## config.mk

```make
export PLATFORM = sky130hd
export DESIGN_NAME = eboxVmaTop
export DESIGN_NICKNAME = d
export VERILOG_FILES = /design/src/klCtlPkg.sv /design/src/klWordPkg.sv /design/src/eboxVmaTop.sv /design/src/memRefDispatch.sv /design/src/memRefFifo.sv /design/src/microDecode.sv /design/src/vma.sv
export SDC_FILE = /design/constraint.sdc
export NUM_CORES = 1
export LEC_CHECK = 0
export BUFFER_PORTS_ARGS = -buffer_cell sky130_fd_sc_hd__buf_2
export CORE_ASPECT_RATIO = 0.7
export CORE_UTILIZATION = 55
export CTS_CLUSTER_DIAMETER = 40
export DETAILED_ROUTE_END_ITERATION = 10
export PLACE_DENSITY = 0.83
export SYNTH_ARGS = -nofsm -noshare
export SYNTH_HDL_FRONTEND = slang
export SYNTH_SLANG_ARGS = --single-unit
```

## constraint.sdc

```tcl
create_clock -name clk -period 4.5 [get_ports clk]
set_input_delay 0.225 -clock clk [delete_from_list [all_inputs] [get_ports clk]]
set_output_delay 0.225 -clock clk [all_outputs]
set_load 0.1 [all_outputs]
```

## src/klCtlPkg.sv

```systemverilog
`default_nettype none

package klCtlPkg;

  // Next offset source
  typedef enum logic [1:0] {
    SRC_KEEP     = 2'd0,
    SRC_AD       = 2'd1,
    SRC_PC_MAGIC = 2'd2,
    SRC_INC      = 2'd3
  } vmaSrc_e;

  // Next section source
  typedef enum logic [1:0] {
    SEC_KEEP = 2'd0,
    SEC_PC   = 2'd1,
    SEC_PREV = 2'd2,
    SEC_AD   = 2'd3
  } vmaxSel_e;

  typedef enum logic [1:0] {
    DIAG_PC    = 2'd0,
    DIAG_HELD  = 2'd1,
    DIAG_BREAK = 2'd2,
    DIAG_VMA   = 2'd3
  } diagSel_e;

  // Microword, bits 5..0 are spare
  typedef logic [23:0] uWord_t;

  localparam int UW_SRC_LSB    = 22;
  localparam int UW_VMAX_LSB   = 20;
  localparam int UW_MAGIC_LSB  = 12;
  localparam int UW_MEM_READ   = 11;
  localparam int UW_MEM_WRITE  = 10;
  localparam int UW_LOAD_PC    = 9;
  localparam int UW_LOAD_HELD  = 8;
  localparam int UW_LOAD_BREAK = 7;
  localparam int UW_LOAD_PREV  = 6;

endpackage

`default_nettype wire

```

## src/klWordPkg.sv

```systemverilog
`default_nettype none

package klWordPkg;

  // Machine word, bit 0 is the MSB
  typedef logic [0:35] ebusWord_t;

  // Virtual address keeps the word bit numbers
  // Section is bits 13..17 and offset is bits 18..35
  typedef logic [13:35] vmaAddr_t;

  // Fast AC file size
  localparam int AC_COUNT = 16;

  // AD bus word, seen as raw data or as address fields
  typedef union packed {
    ebusWord_t raw;
    struct packed {
      logic [0:12]  flags;
      logic [13:17] section;
      logic [18:35] offset;
    } addr;
  } adWord_u;

endpackage

`default_nettype wire

```

## src/eboxVmaTop.sv

```systemverilog
`timescale 1ns/1ns
`default_nettype none

module eboxVmaTop import klWordPkg::*, klCtlPkg::*; #(
  parameter int FIFO_DEPTH = 4
) (
  input  wire logic     clk,
  input  wire logic     arstN,
  input  wire logic     uStrobe,
  input  wire uWord_t   uWord,
  input  wire adWord_u  ad,
  input  wire logic     diagStrobe,
  input  wire diagSel_e diagSel,
  output vmaAddr_t      vmaOut,
  output vmaAddr_t      pcOut,
  output logic          brkMatch,
  output logic          diagValid,
  output ebusWord_t     diagData,
  output logic          acRdValid,
  output ebusWord_t     acRdData,
  output logic          memReq,
  output vmaAddr_t      memAddr,
  output logic          memWrite,
  output ebusWord_t     memData,
  output logic          fifoOverflow
);

  logic       ctlStrobe;
  vmaSrc_e    vmaSrc;
  vmaxSel_e   vmaxSel;
  logic [7:0] magic;
  logic       memRead;
  logic       memWriteCtl;
  logic       loadPc;
  logic       loadHeld;
  logic       loadBreak;
  logic       loadPrevCtx;
  logic       refStrobe;
  logic       refAcRef;
  logic       refWrite;
  vmaAddr_t   refAddr;
  ebusWord_t  refData;
  logic       popValid;
  logic       popAck;
  logic       headAcRef;
  logic       headWrite;
  vmaAddr_t   headAddr;
  ebusWord_t  headData;

  microDecode u_microDecode (
    .clk(clk), .arstN(arstN), .uStrobe(uStrobe), .uWord(uWord),
    .ctlStrobe(ctlStrobe), .vmaSrc(vmaSrc), .vmaxSel(vmaxSel), .magic(magic),
    .memRead(memRead), .memWrite(memWriteCtl), .loadPc(loadPc), .loadHeld(loadHeld),
    .loadBreak(loadBreak), .loadPrevCtx(loadPrevCtx)
  );

  vma u_vma (
    .clk(clk), .arstN(arstN), .ctlStrobe(ctlStrobe), .vmaSrc(vmaSrc),
    .vmaxSel(vmaxSel), .magic(magic), .memRead(memRead), .memWrite(memWriteCtl),
    .loadPc(loadPc), .loadHeld(loadHeld), .loadBreak(loadBreak),
    .loadPrevCtx(loadPrevCtx), .ad(ad), .diagStrobe(diagStrobe), .diagSel(diagSel),
    .vmaOut(vmaOut), .pcOut(pcOut), .brkMatch(brkMatch), .refStrobe(refStrobe),
    .refAcRef(refAcRef), .refWrite(refWrite), .refAddr(refAddr), .refData(refData),
    .diagValid(diagValid), .diagData(diagData)
  );

  memRefFifo #(.FIFO_DEPTH(FIFO_DEPTH)) u_memRefFifo (
    .clk(clk), .arstN(arstN), .refStrobe(refStrobe), .refAcRef(refAcRef),
    .refWrite(refWrite), .refAddr(refAddr), .refData(refData), .popAck(popAck),
    .popValid(popValid), .headAcRef(headAcRef), .headWrite(headWrite),
    .headAddr(headAddr), .headData(headData), .overflow(fifoOverflow)
  );

  memRefDispatch u_memRefDispatch (
    .clk(clk), .arstN(arstN), .popValid(popValid), .headAcRef(headAcRef),
    .headWrite(headWrite), .headAddr(headAddr), .headData(headData), .popAck(popAck),
    .acRdValid(acRdValid), .acRdData(acRdData), .memReq(memReq), .memAddr(memAddr),
    .memWrite(memWrite), .memData(memData)
  );

endmodule

`default_nettype wire

```

## src/memRefDispatch.sv

```systemverilog
`timescale 1ns/1ns
`default_nettype none

module memRefDispatch import klWordPkg::*; (
  input  wire logic      clk,
  input  wire logic      arstN,
  input  wire logic      popValid,
  input  wire logic      headAcRef,
  input  wire logic      headWrite,
  input  wire vmaAddr_t  headAddr,
  input  wire ebusWord_t headData,
  output logic           popAck,
  output logic           acRdValid,
  output ebusWord_t      acRdData,
  output logic           memReq,
  output vmaAddr_t       memAddr,
  output logic           memWrite,
  output ebusWord_t      memData
);

  localparam int AC_IDX_W = $clog2(AC_COUNT);

  ebusWord_t           acFile [AC_COUNT];
  logic [AC_IDX_W-1:0] acIdx;
  logic                acHit;
  logic                memHit;

  // Head is taken the cycle it shows up
  assign popAck = popValid;

  // AC number is the low offset bits
  assign acIdx  = headAddr[36-AC_IDX_W:35];
  assign acHit  = popValid & headAcRef;
  assign memHit = popValid & ~headAcRef;

  always_ff @(posedge clk or negedge arstN) begin
    if (!arstN) begin
      acRdValid <= 1'b0;
      memReq    <= 1'b0;
      memWrite  <= 1'b0;
    end else begin
      acRdValid <= acHit & ~headWrite;
      memReq    <= memHit;
      if (memHit) begin
        memWrite <= headWrite;
      end
    end
  end

  // Fast AC file
  always_ff @(posedge clk) begin
    if (acHit && headWrite) begin
      acFile[acIdx] <= headData;
    end
    if (acHit && !headWrite) begin
      acRdData <= acFile[acIdx];
    end
  end

  // External memory port
  always_ff @(posedge clk) begin
    if (memHit) begin
      memAddr <= headAddr;
      memData <= headData;
    end
  end

endmodule

`default_nettype wire

```

## src/memRefFifo.sv

```systemverilog
`timescale 1ns/1ns
`default_nettype none

module memRefFifo import klWordPkg::*; #(
  parameter int FIFO_DEPTH = 4
) (
  input  wire logic      clk,
  input  wire logic      arstN,
  input  wire logic      refStrobe,
  input  wire logic      refAcRef,
  input  wire logic      refWrite,
  input  wire vmaAddr_t  refAddr,
  input  wire ebusWord_t refData,
  input  wire logic      popAck,
  output logic           popValid,
  output logic           headAcRef,
  output logic           headWrite,
  output vmaAddr_t       headAddr,
  output ebusWord_t      headData,
  output logic           overflow
);

  localparam int PTR_W = (FIFO_DEPTH > 1) ? $clog2(FIFO_DEPTH) : 1;
  localparam int CNT_W = $clog2(FIFO_DEPTH + 1);

  logic             acRefMem [FIFO_DEPTH];
  logic             writeMem [FIFO_DEPTH];
  vmaAddr_t         addrMem  [FIFO_DEPTH];
  ebusWord_t        dataMem  [FIFO_DEPTH];
  logic [PTR_W-1:0] wrPtr;
  logic [PTR_W-1:0] rdPtr;
  logic [CNT_W-1:0] count;
  logic             full;
  logic             push;
  logic             pop;

  function automatic logic [PTR_W-1:0] nextPtr(input logic [PTR_W-1:0] ptr);
    return (ptr == PTR_W'(FIFO_DEPTH - 1)) ? '0 : ptr + 1'b1;
  endfunction

  assign full     = count == CNT_W'(FIFO_DEPTH);
  assign popValid = count != '0;
  assign pop      = popAck & popValid;
  // A pop in the same cycle frees the slot for the push
  assign push     = refStrobe & (~full | pop);

  always_ff @(posedge clk or negedge arstN) begin
    if (!arstN) begin
      wrPtr    <= '0;
      rdPtr    <= '0;
      count    <= '0;
      overflow <= 1'b0;
    end else begin
      if (push) begin
        wrPtr <= nextPtr(wrPtr);
      end
      if (pop) begin
        rdPtr <= nextPtr(rdPtr);
      end
      if (push && !pop) begin
        count <= count + 1'b1;
      end else if (pop && !push) begin
        count <= count - 1'b1;
      end
      // Dropped push, sticky until reset
      if (refStrobe && !push) begin
        overflow <= 1'b1;
      end
    end
  end

  always_ff @(posedge clk) begin
    if (push) begin
      acRefMem[wrPtr] <= refAcRef;
      writeMem[wrPtr] <= refWrite;
      addrMem[wrPtr]  <= refAddr;
      dataMem[wrPtr]  <= refData;
    end
  end

  assign headAcRef = acRefMem[rdPtr];
  assign headWrite = writeMem[rdPtr];
  assign headAddr  = addrMem[rdPtr];
  assign headData  = dataMem[rdPtr];

endmodule

`default_nettype wire

```

## src/microDecode.sv

```systemverilog
`timescale 1ns/1ns
`default_nettype none

module microDecode import klCtlPkg::*; (
  input  wire logic   clk,
  input  wire logic   arstN,
  input  wire logic   uStrobe,
  input  wire uWord_t uWord,
  output logic        ctlStrobe,
  output vmaSrc_e     vmaSrc,
  output vmaxSel_e    vmaxSel,
  output logic [7:0]  magic,
  output logic        memRead,
  output logic        memWrite,
  output logic        loadPc,
  output logic        loadHeld,
  output logic        loadBreak,
  output logic        loadPrevCtx
);

  vmaSrc_e    srcField;
  vmaxSel_e   vmaxField;
  logic [7:0] magicField;

  // Field decode of the incoming microword
  assign srcField   = vmaSrc_e'(uWord[UW_SRC_LSB +: 2]);
  assign vmaxField  = vmaxSel_e'(uWord[UW_VMAX_LSB +: 2]);
  assign magicField = uWord[UW_MAGIC_LSB +: 8];

  // One cycle of strobes per microword, idle values otherwise
  always_ff @(posedge clk or negedge arstN) begin
    if (!arstN) begin
      ctlStrobe   <= 1'b0;
      vmaSrc      <= SRC_KEEP;
      vmaxSel     <= SEC_KEEP;
      magic       <= '0;
      memRead     <= 1'b0;
      memWrite    <= 1'b0;
      loadPc      <= 1'b0;
      loadHeld    <= 1'b0;
      loadBreak   <= 1'b0;
      loadPrevCtx <= 1'b0;
    end else begin
      ctlStrobe <= uStrobe;
      if (uStrobe) begin
        vmaSrc  <= srcField;
        vmaxSel <= vmaxField;
        magic   <= magicField;
      end else begin
        vmaSrc  <= SRC_KEEP;
        vmaxSel <= SEC_KEEP;
        magic   <= '0;
      end
      memRead     <= uStrobe & uWord[UW_MEM_READ];
      memWrite    <= uStrobe & uWord[UW_MEM_WRITE];
      loadPc      <= uStrobe & uWord[UW_LOAD_PC];
      loadHeld    <= uStrobe & uWord[UW_LOAD_HELD];
      loadBreak   <= uStrobe & uWord[UW_LOAD_BREAK];
      loadPrevCtx <= uStrobe & uWord[UW_LOAD_PREV];
    end
  end

endmodule

`default_nettype wire

```

## src/vma.sv

```systemverilog
`timescale 1ns/1ns
`default_nettype none

module vma import klWordPkg::*, klCtlPkg::*; (
  input  wire logic     clk,
  input  wire logic     arstN,
  input  wire logic     ctlStrobe,
  input  wire vmaSrc_e  vmaSrc,
  input  wire vmaxSel_e vmaxSel,
  input  wire logic [7:0] magic,
  input  wire logic     memRead,
  input  wire logic     memWrite,
  input  wire logic     loadPc,
  input  wire logic     loadHeld,
  input  wire logic     loadBreak,
  input  wire logic     loadPrevCtx,
  input  wire adWord_u  ad,
  input  wire logic     diagStrobe,
  input  wire diagSel_e diagSel,
  output vmaAddr_t      vmaOut,
  output vmaAddr_t      pcOut,
  output logic          brkMatch,
  output logic          refStrobe,
  output logic          refAcRef,
  output logic          refWrite,
  output vmaAddr_t      refAddr,
  output ebusWord_t     refData,
  output logic          diagValid,
  output ebusWord_t     diagData
);

  vmaAddr_t     vmaReg;
  vmaAddr_t     pcReg;
  vmaAddr_t     heldReg;
  vmaAddr_t     brkReg;
  logic [13:17] prevSec;
  logic [13:17] nextSec;
  logic [18:35] nextOff;
  logic         acRef;
  logic         refPend;
  logic         pendWrite;
  ebusWord_t    pendData;
  vmaAddr_t     diagSrc;

  // Offset adders wrap at 2^18
  always_comb begin
    case (vmaSrc)
      SRC_AD:       nextOff = ad.addr.offset;
      SRC_PC_MAGIC: nextOff = pcReg[18:35] + 18'(magic);
      SRC_INC:      nextOff = vmaReg[18:35] + 18'd1;
      default:      nextOff = vmaReg[18:35];
    endcase
  end

  always_comb begin
    case (vmaxSel)
      SEC_PC:   nextSec = pcReg[13:17];
      SEC_PREV: nextSec = prevSec;
      SEC_AD:   nextSec = ad.addr.section;
      default:  nextSec = vmaReg[13:17];
    endcase
  end

  // Fast AC space is offsets 0..15 of section 0 or 1
  assign acRef = (vmaReg[13:16] == 4'd0) && (vmaReg[18:35] < 18'(AC_COUNT));

  assign brkMatch = brkReg == vmaReg;
  assign vmaOut   = vmaReg;
  assign pcOut    = pcReg;

  // All loads see the VMA from before this edge
  always_ff @(posedge clk or negedge arstN) begin
    if (!arstN) begin
      vmaReg  <= '0;
      pcReg   <= '0;
      heldReg <= '0;
      brkReg  <= '0;
      prevSec <= '0;
    end else if (ctlStrobe) begin
      vmaReg <= {nextSec, nextOff};
      if (loadPc) begin
        pcReg <= vmaReg;
      end
      if (loadHeld) begin
        heldReg <= vmaReg;
      end
      if (loadBreak) begin
        brkReg <= {ad.addr.section, ad.addr.offset};
      end
      if (loadPrevCtx) begin
        prevSec <= ad.addr.section;
      end
    end
  end

  // Reference leaves once the new VMA is in the register
  always_ff @(posedge clk or negedge arstN) begin
    if (!arstN) begin
      refPend   <= 1'b0;
      refStrobe <= 1'b0;
      diagValid <= 1'b0;
    end else begin
      refPend   <= ctlStrobe & (memRead | memWrite);
      refStrobe <= refPend;
      diagValid <= diagStrobe;
    end
  end

  always_ff @(posedge clk) begin
    if (ctlStrobe) begin
      pendWrite <= memWrite;
      pendData  <= ad.raw;
    end
    if (refPend) begin
      refAddr  <= vmaReg;
      refAcRef <= acRef;
      refWrite <= pendWrite;
      refData  <= pendData;
    end
  end

  always_comb begin
    case (diagSel)
      DIAG_PC:    diagSrc = pcReg;
      DIAG_HELD:  diagSrc = heldReg;
      DIAG_BREAK: diagSrc = brkReg;
      default:    diagSrc = vmaReg;
    endcase
  end

  // Zero-extended into the low 23 bits
  always_ff @(posedge clk) begin
    if (diagStrobe) begin
      diagData <= {13'd0, diagSrc};
    end
  end

endmodule

`default_nettype wire
```

# [After elaboration in Yosys (flattened, before gate mapping)]
# Memories as Yosys holds them, arrays and structs flattened. A register that Yosys moved wholly into a read port is not among the register bits.
# Cells that the tools add are included.
[totals] mem_bits_rw=820 inputBits=66 mem_count=5 regBits=310 out_inout_bits=183 word_cells=110
[memory_table] name="u_memRefDispatch.acFile" words=16 word_bits=36 rd=1 rd_ports_with_merged_regs=1 wr=1 line_no="memRefDispatch.sv:23" text="ebusWord_t acFile [AC_COUNT];"
[memory_table] name="u_memRefFifo.dataMem" words=4 word_bits=36 rd=1 rd_ports_with_merged_regs=0 wr=1 line_no="memRefFifo.sv:29" text="ebusWord_t dataMem [FIFO_DEPTH];"
[memory_table] name="u_memRefFifo.addrMem" words=4 word_bits=23 rd=1 rd_ports_with_merged_regs=0 wr=1 line_no="memRefFifo.sv:28" text="vmaAddr_t addrMem [FIFO_DEPTH];"
[memory_table] name="u_memRefFifo.acRefMem" words=4 word_bits=1 rd=1 rd_ports_with_merged_regs=0 wr=1 line_no="memRefFifo.sv:26" text="logic acRefMem [FIFO_DEPTH];"
[memory_table] name="u_memRefFifo.writeMem" words=4 word_bits=1 rd=1 rd_ports_with_merged_regs=0 wr=1 line_no="memRefFifo.sv:27" text="logic writeMem [FIFO_DEPTH];"
[op_classes] muxes=14 addsub=6 n_bitwise=16 eq_ne=12 magnitude_cmp=1 reduce_logical=21
[ops] op="case mux 23 bit (3 select lines)" count=1
[ops] op="case mux 18 bit (3 select lines)" count=1
[ops] op="equality test 23 bit" count=1
[ops] op="adder 18 x 1 -> 18 bit, second input constant" count=1
[ops] op="adder 18 x 8 -> 18 bit" count=1
[ops] op="< comparator 18 x 5 -> 1 bit, second input constant" count=1
[ops] op="case mux 5 bit (3 select lines)" count=1
[ops] op="equality test 2 bit, second input constant" count=7
[ops] op="AND reduction 2 bit" count=6
[ops] op="bitwise AND 1 bit" count=11
[ops] op="nonzero test 3 bit" count=3
[ops] op="2-to-1 mux 2 bit" count=4
[ops] op="2-to-1 mux 8 bit" count=1
[ops] op="equality test 2 x 1 -> 1 bit, second input constant" count=3
[ops] op="logical AND 1 bit" count=6
[ops] op="2-to-1 mux 3 bit" count=2
[ops] op="adder 2 x 1 -> 2 bit, second input constant" count=2
[ops] op="logical NOT 4 bit" count=1
[ops] op="2-to-1 mux 1 bit" count=4
[ops] op="adder 3 x 1 -> 3 bit, second input constant" count=1
[ops] op="equality test 3 bit, second input constant" count=1
[ops] op="logical NOT 1 bit" count=3
[ops] op="NOT 1 bit" count=3
[ops] op="subtractor 3 x 1 -> 3 bit, second input constant" count=1
[ops] op="3 further kinds" count=4

# [Depth between registers and ports, before layout]
[logic_depth] word_depth=8 ltp_mapped=10 depth_no_buf=9

# [Cells and area by module]
# From an unflattened synthesis, not the netlist that was laid out.
[hier_totals] hier_cells=2060 area_unflattened_um2=44288.7
[by_module_without_submodules] mod="memRefDispatch" seq_area_each_um2=20224.4 area_per_inst_um2=24586.1 cells_per_inst=1009 n_inst=1
[by_module_without_submodules] mod="vma" seq_area_each_um2=6135.9 area_per_inst_um2=9671.8 cells_per_inst=655 n_inst=1
[by_module_without_submodules] mod="memRefFifo" seq_area_each_um2=7527.2 area_per_inst_um2=9414.0 cells_per_inst=358 n_inst=1
[by_module_without_submodules] mod="microDecode" seq_area_each_um2=475.5 area_per_inst_um2=616.8 cells_per_inst=38 n_inst=1

# [Worst setup path after synthesis]
# Ideal clock, no wire load.
[synth_path] kind="register -> register" start="reg u_memRefFifo.rdPtr[0]" end="reg u_memRefDispatch.acRdData[0], read port of u_memRefDispatch.acFile, enable pin" synth_period_minus_slack_ns=4.267 arrival_time_ns=3.784 stages_incl_launch_ff=4 setup_time_ns=0.484 slack_ns=0.233 path_buffers=1 cell_sequence="dfrtp_1 buf_4 mux4_2 nor3b_1"
[synth_between] elab_chain_len=3
[synth_rtl] element="from (decl)" line_no="memRefFifo.sv:31" text="logic [PTR_W-1:0] rdPtr;"
[synth_rtl] element="from (signal assigned)" line_no="memRefFifo.sv:58" text="rdPtr <= nextPtr(rdPtr);"
[synth_rtl] element="memory (4 x 1 bit) (on tied branches)"
[synth_rtl] element="bitwise AND 1 bit / logical NOT 1 bit (equally long branches)" line_no="memRefDispatch.sv:33, memRefDispatch.sv:55"
[synth_rtl] element="logical AND 1 bit" line_no="memRefDispatch.sv:55" text="if (acHit && !headWrite) begin"
[synth_rtl] element="to (decl)" line_no="memRefDispatch.sv:14" text="output ebusWord_t acRdData,"
# Parallel ways exist; a longest one is shown, timed or not.
# A chain may end at the register's enable or synchronous reset.

# [Final worst setup path]
[layout_path] start="reg u_memRefFifo.rdPtr[0]" end="mem u_memRefDispatch.acFile[7][21] (netlist name), enable pin"
[layout_between] elab_chain_len=5
[layout_rtl] element="memory (4 x 1 bit)"
[layout_rtl] element="bitwise AND 1 bit" line_no="memRefDispatch.sv:33" text="assign acHit = popValid & headAcRef;"
[layout_rtl] element="logical AND 1 bit" line_no="memRefDispatch.sv:52" text="if (acHit && headWrite) begin"
[layout_rtl] element="2-to-1 mux 1 bit" line_no="memRefDispatch.sv:52"
[layout_rtl] element="2-to-1 mux 1 bit (implied by the code)" line_no="memRefDispatch.sv:53" text="acFile[acIdx] <= headData;"
[layout_rtl] element="to (decl)" line_no="memRefDispatch.sv:23"
# Parallel ways exist; a longest one is shown, timed or not.

==> flow_metrics.env <==
export IMPL_crit_buf_inv=2
export IMPL_worst_r2r_startpoint="u_memRefFifo.rdPtr[0]"
export IMPL_wl_per_cell_um=26.2
export IMPL_power_density_nw_per_um2=730
export IMPL_clk_path_buf_depth=3
export IMPL_worst_r2r_cell_count=6
export IMPL_place_ws_ps=1110
export IMPL_slew_limit_headroom=0.179
export IMPL_start_kind="register"
export IMPL_die_w_um=345
export IMPL_ys_ff_latch=1166
export IMPL_setup_viol=0
export IMPL_io_pins=249
export IMPL_htreeDepth=3
export IMPL_dieArea_um2=83600
export IMPL_antenna_found_initial=6
export IMPL_cpMostUsedCell="buf_4"
export IMPL_finalSetupTns_ps=0
export IMPL_hold_viol=0
export IMPL_endpoint_kind="register"
export IMPL_numPortBuffers=229
export IMPL_cts_made_buffers=111
export IMPL_drt_total_wl_um=105000
export IMPL_dr_pass1_iters=6
export IMPL_grt_max_degree=145
export IMPL_register_area_um2=34400
export IMPL_multi_input_area_um2=10200
export IMPL_setup_ws_ps=1030
export IMPL_worst_pin_slew_ps=1230
export IMPL_ys_types=73
export IMPL_path_clk_slew_ps=70
export IMPL_synth_edf_count=1036
export IMPL_area_growth_pct=14.9
export IMPL_grt_pass1_wl_um=157000
export IMPL_syn_area_per_cell_um2=18.0
export IMPL_hold_path_class="in2async"
export IMPL_final_common_cell="edfxtp_1"
export IMPL_drcViolationCount=0
export IMPL_p_leak_nw=18.4
export IMPL_crit_slowest_cell="nor2_4"
export IMPL_dieHeight_um=242
export IMPL_grt_use_total=0.251
export IMPL_routabilityCongestion=0.862
export IMPL_critPathArrivalTime_ps=3830
export IMPL_rsz0062_at_grt="no"
export IMPL_vias_per_cell=6.20
export IMPL_cts_setup_buffers=0
export IMPL_fin_skew_ps=32.1
export IMPL_syn_area_um2=45300
export IMPL_clock_latency_ps=700
export IMPL_yosysSeqAreaShare=0.758
export IMPL_drv_slew=0
export IMPL_critPathTopFamily="simple AND/OR/NAND/NOR gates"
export IMPL_finalCritPeriodShare=0.770
export IMPL_critPathMaxFanout=22
export IMPL_cts_sinks=1166
export IMPL_num_nets_final=2924
export IMPL_worst_ep_required_time_ps=4860
export IMPL_drt_iter0_drc=3023
export IMPL_yosys_warnings=0
export IMPL_cts_tree="yes"
export IMPL_rows=87
export IMPL_ir_drop_mv=0.753
export IMPL_root_buffer="clkbuf_16"
export IMPL_drive_gt1_frac=0.220
export IMPL_grt_ovfl_total=0
export IMPL_whs_ps=202
export IMPL_initial_core_util=0.559
export IMPL_synthCells=2518
export IMPL_critical_path_class="reg2reg"
export IMPL_dp_hpwl_um=61700
export IMPL_path_cells="buf_4, mux4_2, and3b_1, nand3_1, nor2_4, buf_4"
export IMPL_fmaxAchievable_ghz=0.289
export IMPL_synth_ff_type="edfxtp_1"
export IMPL_layout_common_cells="edfxtp_1 (1036), mux2i_1 (256), buf_2 (228), nand2_1 (193), dfrtp_1 (126)"
export IMPL_ant_nets=0
export IMPL_final_min_clock_period_ps=3470
export IMPL_coreArea_um2=81100
export IMPL_status="finished clean"
export IMPL_grt_pass1_vias=25300
export IMPL_cap_violations=0
export IMPL_vias=24900
export IMPL_async_flop_share=0.111
export IMPL_slowest_delay_ps=600
export IMPL_ff2ff_setup_slack_ps=1030
export IMPL_final_fill_count=5208
export IMPL_rr_endpoint="u_memRefDispatch.acFile[7][21]"
## final cells by class
type,instances,area share
Tap cell,1068,0.0257
Timing Repair Buffer,359,0.0476
Multi-Input combinational cell,1182,0.196
Inverter,22,0.00173
Clock buffer,131,0.0553
Antenna cell,3,0.000144
Clock inverter,78,0.0136
Sequential cell,1166,0.660
## cell usage after synthesis (43+ instances only)
cell type	count	area, µm²
buf_2	50	250
and2_1	96	601
edfxtp_1	1036	31100
a311o_1	72	721
clkbuf_1	65	244
nor2_1	43	161
dfrtp_1	130	3250
a211oi_1	73	548
nand2_1	194	728
o21ai_0	51	255
mux4_2	82	1850
mux2_2	68	766
mux2i_1	256	2560
## where the power goes
group	switching (mW)	total (mW)	internal, mW
Clock	4.12	9.17	5.05
Combinational	10.1	13.4	3.30
Sequential	1.00	15.5	14.5
## state kept, by name, indices dropped and copies added, names as in the netlist, 36 cells and up
name	cells
u_vma.refData	36
u_memRefDispatch.acRdData	36
u_vma.pendData	36
u_memRefDispatch.acFile	576
u_memRefDispatch.memData	36
u_memRefFifo.addrMem	92
u_memRefFifo.dataMem	144
## how the worst max path moves through the flow
| stage | start | slack, ps | cells after the start | end |
|---|---|---|---|---|
| finish | u_memRefFifo.rdPtr[0] | 1030 | 6 | u_memRefDispatch.acFile[7][21] |
| global route | u_memRefFifo.rdPtr[0] | 880 | 6 | u_memRefDispatch.acFile[7][23] |
| CTS | u_memRefFifo.rdPtr[0] | 1040 | 6 | u_memRefDispatch.acFile[5][1] |
| detailed placement | u_memRefFifo.rdPtr[0] | 1110 | 6 | u_memRefDispatch.acFile[5][29] |
| global placement | u_memRefFifo.rdPtr[0] | 1250 | 6 | u_memRefDispatch.acFile[4][23] |
| floorplan | u_memRefFifo.rdPtr[0] | 230 | 3 | u_memRefDispatch.acRdData[0] |
## logic make-up after synthesis
group / Yosys count / share of synthesized area
buf+inv: 182 / 0.0207
simple gates: 403 / 0.0426
compound gates: 302 / 0.0507
mux: 410 / 0.116
flops: 1166 / 0.758
other cells: 1 / 0.0000827
fa+ha+maj: 16 / 0.00458
xor+xnor: 38 / 0.00734
## layer usage
metal | track usage | wire [µm]
met2 | 0.392 | 49400
met3 | 0.0575 | 10400
met4 | 0.0808 | 3110
met1 | 0.353 | 42200
met5 | 0.00567 | 67
## repair_timing
item / in CTS / in global routing
hold buffers: 75 / 0
gates resized for setup: 0 / 0
hold endpoints to repair: 189 / 0
## through the flow
stage | std cells | cell area, µm² | utilization | power, mW
CTS | 4006 | 52100 | 0.642 | 38.1
global placement | 3722 | 47700 | 0.589 | 28.4
global route | 4006 | 52100 | 0.642 | 39.3
detailed placement | 3722 | 47700 | 0.589 | 28.8
finish | 4009 | 52100 | 0.642 | 38.0
floorplan | 2530 | 45400 | - | 25.5
Note: power is estimated with default switching activity, not from simulation.
